`config.mk`:
```
export PLATFORM = sky130hd
export DESIGN_NAME = refill_ctrl
export DESIGN_NICKNAME = d
export VERILOG_FILES = /design/src/hw/cache_pkg.sv /design/src/hw/mem_pkg.sv /design/src/hw/refill_ctrl.sv
export VERILOG_INCLUDE_DIRS = /design/src /design/src/hw
export SDC_FILE = /design/constraint.sdc
export NUM_CORES = 1
export LEC_CHECK = 0
export BUFFER_PORTS_ARGS = -buffer_cell sky130_fd_sc_hd__buf_2
export CAP_MARGIN = 10
export CORE_AREA = 2 2 132 134
export CTS_BUF_LIST = sky130_fd_sc_hd__clkbuf_8
export DETAILED_ROUTE_END_ITERATION = 8
export DIE_AREA = 0 0 134 136
export GPL_TIMING_DRIVEN = 0
export SYNTH_ARGS = -nofsm -noshare
export SYNTH_HDL_FRONTEND = slang
export SYNTH_SLANG_ARGS = --single-unit
export TNS_END_PERCENT = 10
```
`constraint.sdc`:
```
create_clock -name clk -period 7.2 [get_ports clk]
set_input_delay 0.36 -clock clk [delete_from_list [all_inputs] [get_ports clk]]
set_output_delay 0.36 -clock clk [all_outputs]
set_load 0.005 [all_outputs]
```
`src/hw/cache_defs.svh`:
```
`ifndef CACHE_DEFS_SVH
`define CACHE_DEFS_SVH

// one 32-bit word per line.
`define CACHE_LINE_BYTES 4
`define CACHE_BYTES      1024
`define CACHE_LINES      256
`define CACHE_OFFSET_W   2
`define CACHE_INDEX_W    8
`define CACHE_TAG_W      22

`define MEM_WORDS        4096 // 16 KB, wraps above.
`define MEM_ADDR_W       12
`define MEM_LATENCY      6

`endif

```
`src/hw/cache_pkg.sv`:
```
`include "cache_defs.svh"

package cache_pkg;

  typedef struct packed {
    logic [`CACHE_TAG_W-1:0]    tag;
    logic [`CACHE_INDEX_W-1:0]  index;
    logic [`CACHE_OFFSET_W-1:0] offset;
  } cache_addr_fields_t;

  // same address word, raw or split.
  typedef union packed {
    logic [31:0]        raw;
    cache_addr_fields_t fields;
  } cache_addr_u;

  typedef struct packed {
    logic [32-`CACHE_TAG_W-2:0] pad;
    logic                       valid;
    logic [`CACHE_TAG_W-1:0]    tag;
  } tag_entry_t;

  typedef enum logic [1:0] {
    SWEEP,
    IDLE,
    LOOKUP,
    MISS_WAIT
  } ctrl_state_e;

endpackage

```
`src/hw/mem_pkg.sv`:
```
package mem_pkg;

  typedef logic [31:0] mem_word_t;

  typedef enum logic [1:0] {
    MEM_NONE  = 2'd0,
    MEM_READ  = 2'd1,
    MEM_WRITE = 2'd2
  } mem_cmd_e;

endpackage

```
`src/hw/refill_ctrl.sv`:
```
`timescale 1ns/1ps
`include "cache_defs.svh"

module refill_ctrl (
  input  logic                   clk,
  input  logic                   rst_n,
  input  logic                   req_valid,
  input  logic                   req_write,
  input  logic [31:0]            req_addr,
  input  logic [31:0]            req_wdata,
  output logic                   resp_valid,
  output logic                   resp_hit,
  output mem_pkg::mem_word_t     resp_data,
  output logic                   busy,
  output cache_pkg::cache_addr_u lookup_addr,
  input  logic                   hit,
  input  mem_pkg::mem_word_t     data,
  output logic                   wr_en,
  output logic                   wr_line_valid,
  output cache_pkg::cache_addr_u wr_addr,
  output mem_pkg::mem_word_t     wr_data,
  output mem_pkg::mem_cmd_e      mem_cmd,
  output logic [`MEM_ADDR_W-1:0] mem_addr,
  output mem_pkg::mem_word_t     mem_wdata,
  input  logic                   mem_rsp_valid,
  input  mem_pkg::mem_word_t     mem_rdata,
  output logic [15:0]            hit_count,
  output logic [15:0]            miss_count
);

  cache_pkg::ctrl_state_e    state;
  cache_pkg::ctrl_state_e    state_nxt;
  logic [`CACHE_INDEX_W-1:0] sweep_idx;
  cache_pkg::cache_addr_u    addr_q;
  logic                      idle_req;
  logic                      load_go;

  assign idle_req    = req_valid && !busy;
  assign load_go     = idle_req && !req_write;
  assign busy        = !rst_n || (state != cache_pkg::IDLE); // held high through reset.
  assign lookup_addr = req_addr;

  always_comb begin
    state_nxt     = state;
    resp_valid    = 1'b0;
    resp_hit      = 1'b0;
    resp_data     = data;
    wr_en         = 1'b0;
    wr_line_valid = 1'b0;
    wr_addr       = req_addr;
    wr_data       = req_wdata;
    mem_cmd       = mem_pkg::MEM_NONE;
    mem_addr      = req_addr[`MEM_ADDR_W+`CACHE_OFFSET_W-1:`CACHE_OFFSET_W];
    mem_wdata     = req_wdata;
    case (state)
      cache_pkg::SWEEP: begin
        wr_en                = rst_n; // no sweep writes while held in reset.
        wr_addr              = '0;
        wr_addr.fields.index = sweep_idx;
        wr_data              = '0;
        if (sweep_idx == `CACHE_INDEX_W'(`CACHE_LINES - 1)) begin
          state_nxt = cache_pkg::IDLE;
        end
      end
      cache_pkg::IDLE: begin
        if (idle_req && req_write) begin // write-through, allocate.
          wr_en         = 1'b1;
          wr_line_valid = 1'b1;
          mem_cmd       = mem_pkg::MEM_WRITE;
        end else if (load_go) begin
          state_nxt = cache_pkg::LOOKUP;
        end
      end
      cache_pkg::LOOKUP: begin
        mem_addr = addr_q.raw[`MEM_ADDR_W+`CACHE_OFFSET_W-1:`CACHE_OFFSET_W];
        if (hit) begin
          resp_valid = 1'b1;
          resp_hit   = 1'b1;
          state_nxt  = cache_pkg::IDLE;
        end else begin
          mem_cmd   = mem_pkg::MEM_READ;
          state_nxt = cache_pkg::MISS_WAIT;
        end
      end
      cache_pkg::MISS_WAIT: begin
        // fill and answer on the same edge.
        resp_data     = mem_rdata;
        wr_addr       = addr_q;
        wr_data       = mem_rdata;
        wr_line_valid = 1'b1;
        if (mem_rsp_valid) begin
          resp_valid = 1'b1;
          wr_en      = 1'b1;
          state_nxt  = cache_pkg::IDLE;
        end
      end
      default: state_nxt = cache_pkg::SWEEP;
    endcase
  end

  always_ff @(posedge clk) begin
    if (!rst_n) begin
      state      <= cache_pkg::SWEEP;
      sweep_idx  <= '0;
      hit_count  <= '0;
      miss_count <= '0;
    end else begin
      state <= state_nxt;
      if (state == cache_pkg::SWEEP) begin
        sweep_idx <= sweep_idx + 1'b1;
      end
      if (state == cache_pkg::LOOKUP) begin
        // counters saturate.
        if (hit && !(&hit_count)) begin
          hit_count <= hit_count + 16'd1;
        end
        if (!hit && !(&miss_count)) begin
          miss_count <= miss_count + 16'd1;
        end
      end
    end
  end

  always_ff @(posedge clk) begin
    if (load_go) begin
      addr_q <= req_addr;
    end
  end

endmodule

```
==> results of run 1 <==
## routing by layer
layer	vias to the layer above	GRT usage
met2	207	0.385
met5	-	0
met3	20	0.0645
met4	0	0.0544
li1	2870	-
met1	2749	0.274
## layout by cell type, fill, tap and decap left out, drive strengths merged, types with 2 or more instances in the layout
cell type,instances
xor2,3
mux2,12
nor3,4
or2,2
a21oi,31
nor4,4
nand2,113
nand4,12
buf,411
xnor2,3
edfxtp,32
o2111ai,2
ha,9
clkbuf,44
inv,46
and4,3
o31ai,17
mux2i,3
nand2b,4
nor2b,2
nand3b,2
a22o,14
nor2,9
nand3,14
dfxtp,42
a22oi,8
or4,17
or3,13
o21ai,95
clkinv,4
## layout make-up
class                           count  area [um2]  area share
Clock inverter                      7        38.8     0.00544
Timing Repair Buffer              347        1760       0.246
Inverter                           43         161      0.0226
Tap cell                          225         282      0.0395
Multi-Input combinational cell    408        2350       0.330
Sequential cell                    74        1800       0.253
Clock buffer                        9         124      0.0174
Buffer                             99         612      0.0858
## final timing paths
| path | cells after the start | end | slack (ns) |
|---|---|---|---|
| worst max-delay path | 8 | wr_data[28] | 3.76 |
| worst min-delay path | 1 | addr_q[24] | 0.19 |
| worst max register to register | 7 | hit_count[15] | 4.79 |
| worst min register to register | 2 | hit_count[8] | 0.49 |
## stage by stage
step / hold WS [ns] / std cells / area [um2]
2_1_floorplan: 0.459 / 624 / 4920
3_3_place_gp: 0.475 / 1193 / 6930
3_5_place_dp: 0.484 / 1196 / 6970
4_1_cts: 0.172 / 1212 / 7130
5_1_grt: 0.170 / 1212 / 7130
6_report: 0.191 / 1212 / 7130
## power breakdown
group	switching, W	internal [W]
Combinational	0.000137	0.000120
Sequential	0.00000733	0.000444
Clock	0.000170	0.000122
Total	0.000315	0.000686
## flip-flops by register name, summed over array words and instances (netlist names)
signal      flops
state           2
hit_count      16
sweep_idx       8
miss_count     16
addr_q         32
## cells by family after synthesis
kind of cell,after synthesis,synth area share
AOI/OAI and AO/OA,175,0.208
xor gates and xnor gates,6,0.0107
muxes,15,0.0335
buffers and inverters,142,0.157
and+or+nand+nor,203,0.202
adders and majority gates,9,0.0229
DFF,74,0.366
## critical path: stages (launching register included)
cell and delay, ns:
sky130_fd_sc_hd__dfxtp_1 0.40, sky130_fd_sc_hd__inv_1 0.11, sky130_fd_sc_hd__ha_1 0.28, sky130_fd_sc_hd__clkbuf_1 0.38, sky130_fd_sc_hd__clkbuf_1 0.61, sky130_fd_sc_hd__clkbuf_1 0.42, sky130_fd_sc_hd__nand2_1 0.08, sky130_fd_sc_hd__o21ai_0 0.21
sky130_fd_sc_hd__buf_2 0.21
==> results summary, run 1 <==
The flow ran to the end, and the final reports show no timing, DRC or antenna violations. The initial antenna violation count came out at 0. The effective utilization at floorplan is 0.292. The total inserted antenna cells is 0. The summed instance area of the synthesized netlist is around 4900 um2.

The buffer levels on the longest clock path came out at 2. Overall power consumption after layout is estimated at 0.00100 W. The final setup TNS is 0 ns. The most common cell in the synthesized netlist is sky130_fd_sc_hd__nand2_1. The worst hold path begins at req_addr[24]. The number of H-tree levels came out at 3. The synthesized flop and latch total is between 70 and 80.

The total power density per cell area is around 140 nW/um2. The slew at the pin closest to its max-slew limit came out at ~0.79 ns. During I/O placement, the number of pins put on the boundary was about 350. The die footprint is 18200 um2. The global placer's final weighted congestion came out at about 0.9. STA classifies the critical path startpoint as a register. For this run, the total global-route usage over all layers was measured as 0.223.

The worst hold-check path type is in2reg. The commonest cells after synthesis are 112 x sky130_fd_sc_hd__nand2_1, 95 x sky130_fd_sc_hd__o21ai_0, 64 x sky130_fd_sc_hd__buf_4. The max-slew violation count came to 0. The library cell used as clock root buffer is sky130_fd_sc_hd__clkbuf_8.

The worst-path maximum fanout came out at 10. The pre-CTS setup slack is ~4.1 ns. The hold buffer count at cts came out at 0. The final number of hold-violating endpoints is 0. The critical path class is reg2out. The clock period could shrink to 3.44 ns.

The total number of placement rows is 48. The proportion of netlist area held by the largest area contributor is 0.195. In this run the worst setup path begins at state[0]. The first global-routing pass estimated 30700 um of wire.

Clock tree synthesis inserted a total of 9 buffers. The count of routing violations after the opening detailed-route iteration is 350. In the finished design, the share of the clock period the worst path needs comes to 0.478. The highest metal layer carrying signal wires in the routed design is met4. Setup violations remaining at the end of the flow were counted as 0. The element type at the critical path end is a primary output. The worst endpoint data arrival time is 3.08 ns.

For this run, asynchronously set or reset flops after synthesis account for 0. The average vias per placed instance came out at 4.82. The number of fill cells came out at ~1800.

The routed length on met2 came out at about 11000 um. From left edge to right edge, the die measures around 130 um. At the worst endpoint, the required time is 6.84 ns.

Each instance of the synthesized netlist takes up on average between 7 and 8 um2. In the synthesized netlist the dominant register cell turns out to be sky130_fd_sc_hd__dfxtp_1. The via count of the first global-routing pass came out at about 5200. Setup repair after global routing left no endpoint under its margin. The met1 wire length is ~8900 um.

TritonCTS built the clock tree. The number of I/O port buffers is about 340. After detailed routing, the average wire length per cell comes to 17.5 um. The count of TritonRoute iterations in the first routing pass came out at 4. The peak ir drop on the vdd network is between 80 and 90 uV.

Yosys mapped a number of flops with a built-in enable equal to 32. The overflow left after global routing is 0. The fraction of layout instances using a drive strength above 1 is 0.450. The synthesized design spends more area on one cell type than any other, namely sky130_fd_sc_hd__edfxtp_1.

The floorplan step set the die height to approximately 140 um. The routed layout has ~5800 vias. Headroom to the max-slew limit came out at 0.470.

For this run, the post-layout net count is 1125. The detail route stage leaves a number of antenna-violating nets equal to 0. The max-capacitance violation count came out at 0. The origin of the critical flop-to-flop path is state[0]. The DRC violation count after routing came out at 0. After clock tree synthesis, the clock-pin slew on the worst setup and hold paths is ~0.080 ns.

The clock drives 74 sinks. By area the synthesized netlist is led by sky130_fd_sc_hd__edfxtp_1 20%, sky130_fd_sc_hd__dfxtp_1 17%, sky130_fd_sc_hd__buf_4 9.8%, sky130_fd_sc_hd__o21ai_0 9.7%, sky130_fd_sc_hd__nand2_1 8.5%. At the end of the flow the core is filled with cells to 0.422. The setup clock skew after layout is between 0.009 and 0.01 ns. The static leakage power is 3.36 nW. The sequential share of the synthesized area is 0.366. The synthesis-to-finish area growth came out at 44.8%.

The final HPWL from detailed placement came out at roughly 17000 um. The final wirelength came out at around 21000 um. Buffers added to address setup during post-CTS repair amount to 0. The smallest setup slack after layout came out at approximately 3.8 ns.

In this run the standard cell core region covers around 17000 um2. The routed design uses 1450 um of met3 wire. Timing would allow up to between 200 and 300 MHz. The post-cts sizing count is 0.

The insertion delay to the later sink of the worst-skew pair came out at 0.37 ns. The distinct cell type count after synthesis is 45. The number of nets handed over by synthesis was approximately 770. The pin count of the biggest net entering global routing came out at 14. For this run, the number of Yosys warnings is 0. Synthesis produced a netlist whose cell count is around 620.
Power figures use the tool's default switching activity.
==> run 2, diff against run 1 <==
- ABC_AREA: unset -> 1
- CORE_AREA: 2 2 132 134 -> 2 2 134 136
- DIE_AREA: 0 0 134 136 -> 0 0 136 138
- clock period: 7.2 -> 3.1 ns (I/O delays scaled with it)
==> run 2 against run 1 <==
Count of clock-buffer cells in the layout increased by 1. Sequential power grew 130%. Clock skew about the same. Via count grew 8.5%. Flip-flop and latch count stayed put. Synthesized cell count rose by 28%. Die area is 3.0% higher. Worst hold slack got worse by 0.17 ns.
==> results summary, run 2 <==
The worst hold path terminates at addr_q[0]. Sorting the synthesized cells by area gives the leading types as sky130_fd_sc_hd__nand2_1 20%, sky130_fd_sc_hd__edfxtp_1 18%, sky130_fd_sc_hd__dfxtp_1 16%, sky130_fd_sc_hd__buf_4 8.9%, sky130_fd_sc_hd__nand3_1 5.1%. The worst path required time is 2.94 ns (-3.90 ns).

The proportion of synthesized area in mux cells is 0 (-0.0335). The final wirelength came to 23600 um (+11%). The minimum setup slack among reg-to-reg paths is 1.35 ns (-3.44 ns). The buffer and inverter count on the worst path is 5 (unchanged). The die footprint is 18800 um2 (+3.0%).

The sequential share of power came out at 0.478 (+0.027). The initial antenna violation count came out at 5 (+5). The worst endpoint data arrival time is 2.40 ns (-0.68 ns).

The via count of the first global-routing pass is 5890 (+13%). The worst min-delay path startpoint is req_addr[0]. The fraction of layout instances using a drive strength above 1 came out at 0.412 (-0.0381). The number of H-tree levels is 3 (unchanged). The proportion of register bits with asynchronous set or reset after synthesis is 0 (unchanged).

The net switching power is 0.000540 W (+72%). The peak ir drop on the vdd network is 186 uV (+130%). Static timing analysis puts the maximum clock frequency at just under 400 MHz.

The power consumption came out at 0.00213 W (+110%). The setup clock skew after layout is 0.00879 ns (-0.000331 ns). The I/O pin count came out at 345 (unchanged). The number of vias after detailed routing came out at 6344 (+8.5%).

The total routing usage reported by global routing is 0.242 (+0.0188). STA classifies the critical path endpoint as a primary output. The slew at the pin closest to its max-slew limit came out at 0.802 ns (+0.00986 ns).

The most numerous cell type found on the critical path is sky130_fd_sc_hd__buf_2. The number of buffers inserted during clock tree synthesis was 9 (unchanged). Setup repair after global routing left no endpoint under its margin.

The final HPWL from detailed placement came out at 19300 um (+12%). The count of TritonRoute iterations in the first routing pass is 5 (+1). Walking the worst path, the cells encountered are inv_1 -> ha_1 -> buf_2 -> buf_2 -> clkbuf_1 -> nand2_1 -> nand2_1 -> buf_2. The count of routing violations after the opening detailed-route iteration came to 267 (-24%). The synthesis warning total came out at 0 (unchanged). The distinct cell type count after synthesis is 35 (-22%). The hold-critical path depth is 1 (unchanged). The combinational share of power came out at 0.161 (-0.096). The count of antenna-violating nets left after detailed routing came out at 0 (unchanged). The insertion delay to the later sink of the worst-skew pair is 0.35 ns (-0.02 ns). The overflow left after global routing is 0 (unchanged). The internal power summed over all cells came out at 0.00159 W (+130%).

The switching share of power came to 0.253 (-0.0615). The flip-flop count of the largest register, all copies and words added came out at 32 (unchanged). The wire length per cell is 16.8 um (-4.2%). In the final layout, the registers with the most flip-flops are addr_q: 32 flops, hit_count: 16 flops, miss_count: 16 flops. The net total in the final layout was 1311 (+17%). The library cell used as clock root buffer is sky130_fd_sc_hd__clkbuf_8. The post-synthesis xor/xnor area fraction is 0.0179 (+0.00724).

The biggest cell delay along the critical path is 0.41 ns (-0.20 ns). The number of sinks handled by clock tree synthesis came out at 74 (unchanged). The die height came out at 138 um (+1.5%). The number of synthesized flops with an enable pin came out at 32 (unchanged). TritonCTS built the clock tree.

The horizontal extent of the die came to 136 um (+1.5%). The buffer levels on the longest clock path is 2 (unchanged). The summed instance area of the synthesized netlist came out at 5380 um2 (+9.2%). The sort of element at the start of the critical path is a register. The origin of the critical flop-to-flop path is state[0]. The global placer's final weighted congestion was 0.901 (+0.68%).

In the post-synthesis netlist, the cell with the most instances is sky130_fd_sc_hd__nand2_1. The number of nets produced by synthesis was 942 (+23%). The utilization of the core after routing came out at 0.442 (+0.0195). The simple-gate portion of the synthesized area came out at 0.361 (+0.158). The proportion of netlist area held by the largest area contributor came out at 0.204 (+0.00865). The logic depth of the worst register-to-register path is 9 (+2). The synthesized flop and latch total is 74 (unchanged). The static leakage power came out at 3.96 nW (+18%). The total number of placement rows is 49 (+2.1%). By count the netlist is led by 292 x sky130_fd_sc_hd__nand2_1, 64 x sky130_fd_sc_hd__buf_4, 63 x sky130_fd_sc_hd__nor2_1. The remaining max-slew budget at the tightest pin was 0.465 (-0.00426). The compound-gate portion of the synthesized area came out at 0.108 (-0.100). The register with the most flip-flops in the final layout is addr_q. The synthesized design spends more area on one cell type than any other, namely sky130_fd_sc_hd__nand2_1. The number of I/O port buffers came out at 344 (unchanged). The clock-pin slew on the worst setup and hold paths is 0.08 ns (about the same). The critical path class is reg2out. The path class of the tightest hold or removal check is in2reg. The sequential share of the synthesized area is 0.335 (-0.0309). The effective utilization at floorplan is 0.307 (+0.0149). The max-slew violation count is 0 (unchanged). The area share of fa/ha/maj cells after synthesis was 0.0209 (-0.00193). After synthesis, the largest family of logic cells by area is simple AND/OR/NAND/NOR gates. The run finished with clean final reports. The area of the core region came out at 17500 um2 (+3.9%). Leaving out fill and tap cells, the most frequent cells in the layout are 349 x sky130_fd_sc_hd__buf_2, 292 x sky130_fd_sc_hd__nand2_1, 64 x sky130_fd_sc_hd__buf_4, 62 x sky130_fd_sc_hd__nor2_1, 55 x sky130_fd_sc_hd__nand3_1.

In the finished design, the share of the clock period the worst path needs comes to 0.823. The first-pass GRT wire length came to 34400 um (+12%). The total power density per cell area is 276 nW/um2 (+96%). The pin count of the biggest net entering global routing is 33 (+19). The proportion of power drawn by the clock network is 0.361 (+0.068). The average vias per placed instance is 4.51 (-6.5%). The number of setup buffers added after CTS came out at 0 (unchanged). The final number of hold-violating endpoints came out at 0 (unchanged). The commonest register cell after synthesis is sky130_fd_sc_hd__dfxtp_1.

The synthesis-to-finish area growth came out at 44.1%. On the critical path, the stage with the largest delay is an instance of sky130_fd_sc_hd__dfxtp_1. The max-capacitance violation count is 0 (unchanged).

The final critical delay including setup and external delays is about 2.6 ns. The number of endpoints failing setup at the final stage came to 0 (unchanged). The number of fill cells was 1901 (+6.1%). The library cell used most frequently in the layout, excluding fill and tap cells, is sky130_fd_sc_hd__buf_2. In this design, the largest share of critical-path delay is due to buffers and inverters.

The DRC violation count after routing came out at 0 (unchanged). The endpoint identified for the worst register-to-register timing path is hit_count[1]. The worst-path maximum fanout was 10 (unchanged).

The average instance area after synthesis is 6.73 um2 (-15%). The post-synthesis instance total is 799 (+28%).
[run 2: cell type report]
class,count,area [um2],share of cell area
Multi-Input combinational cell,573,2740,0.353
Timing Repair Buffer,358,1870,0.242
Sequential cell,74,1800,0.233
Buffer,99,649,0.0838
Tap cell,229,287,0.0370
Inverter,53,200,0.0258
Clock buffer,10,138,0.0178
Clock inverter,6,56.3,0.00727
Antenna cell,4,10.0,0.00129
[run 2: cell families (layout without fill, tap and decap cells)]
group,Yosys count,after routing
compound gates,95,95
xor+xnor,11,11
fa+ha+maj,9,9
buf+inv,152,526
flops,74,74
other cells,0,4
simple gates,458,458
[run 2: worst max-delay path by stage]
stage | start | slack, ns | endpoint | depth (start not counted)
floorplan | state[1] | 0.59 | addr_q[0] | 4
finish | state[0] | 0.55 | wr_addr[15] | 8
detailed placement | state[0] | 0.89 | wr_addr[15] | 8
global route | state[0] | 0.35 | wr_addr[15] | 8
global placement | state[1] | -0.24 | addr_q[4] | 4
CTS | state[0] | 0.49 | wr_addr[15] | 8
[run 2: timing repair]
action / CTS / global route
hold endpoints to repair: 13 / 0
setup endpoints to repair: 0 / 0
hold buffers: 13 / 0
resized for setup: 0 / 0
[run 2: layer usage]
layer,vias to the layer above,global-route usage,wire [um]
li1,3249,-,-
met1,2822,0.278,9390
met2,241,0.399,10900
met3,32,0.107,2680
met4,0,0.0806,651
met5,-,0,0
[run 2: power groups by stage]
| stage | logic, W | registers [W] | clock network (W) |
|---|---|---|---|
| floorplan | 0.000120 | 0.00104 | 0 |
| global placement | 0.000327 | 0.00104 | 0 |
| detailed placement | 0.000328 | 0.00104 | 0 |
| CTS | 0.000343 | 0.00102 | 0.000797 |
| global route | 0.000373 | 0.00102 | 0.000830 |
| finish | 0.000343 | 0.00102 | 0.000771 |
[run 2: through the flow]
step	instances	setup slack (ns)	TNS, ns	instance area (um2)	hold slack [ns]
final	1406	0.548	0	7750	0.0165
after global routing	1404	0.353	0	7740	0.00517
after CTS	1402	0.488	0	7740	0.00163
after detailed placement	1373	0.886	0	7410	0.362
after global placement	1372	-0.242	-7.69	7390	0.360
after floorplan	799	0.592	0	5380	0.254
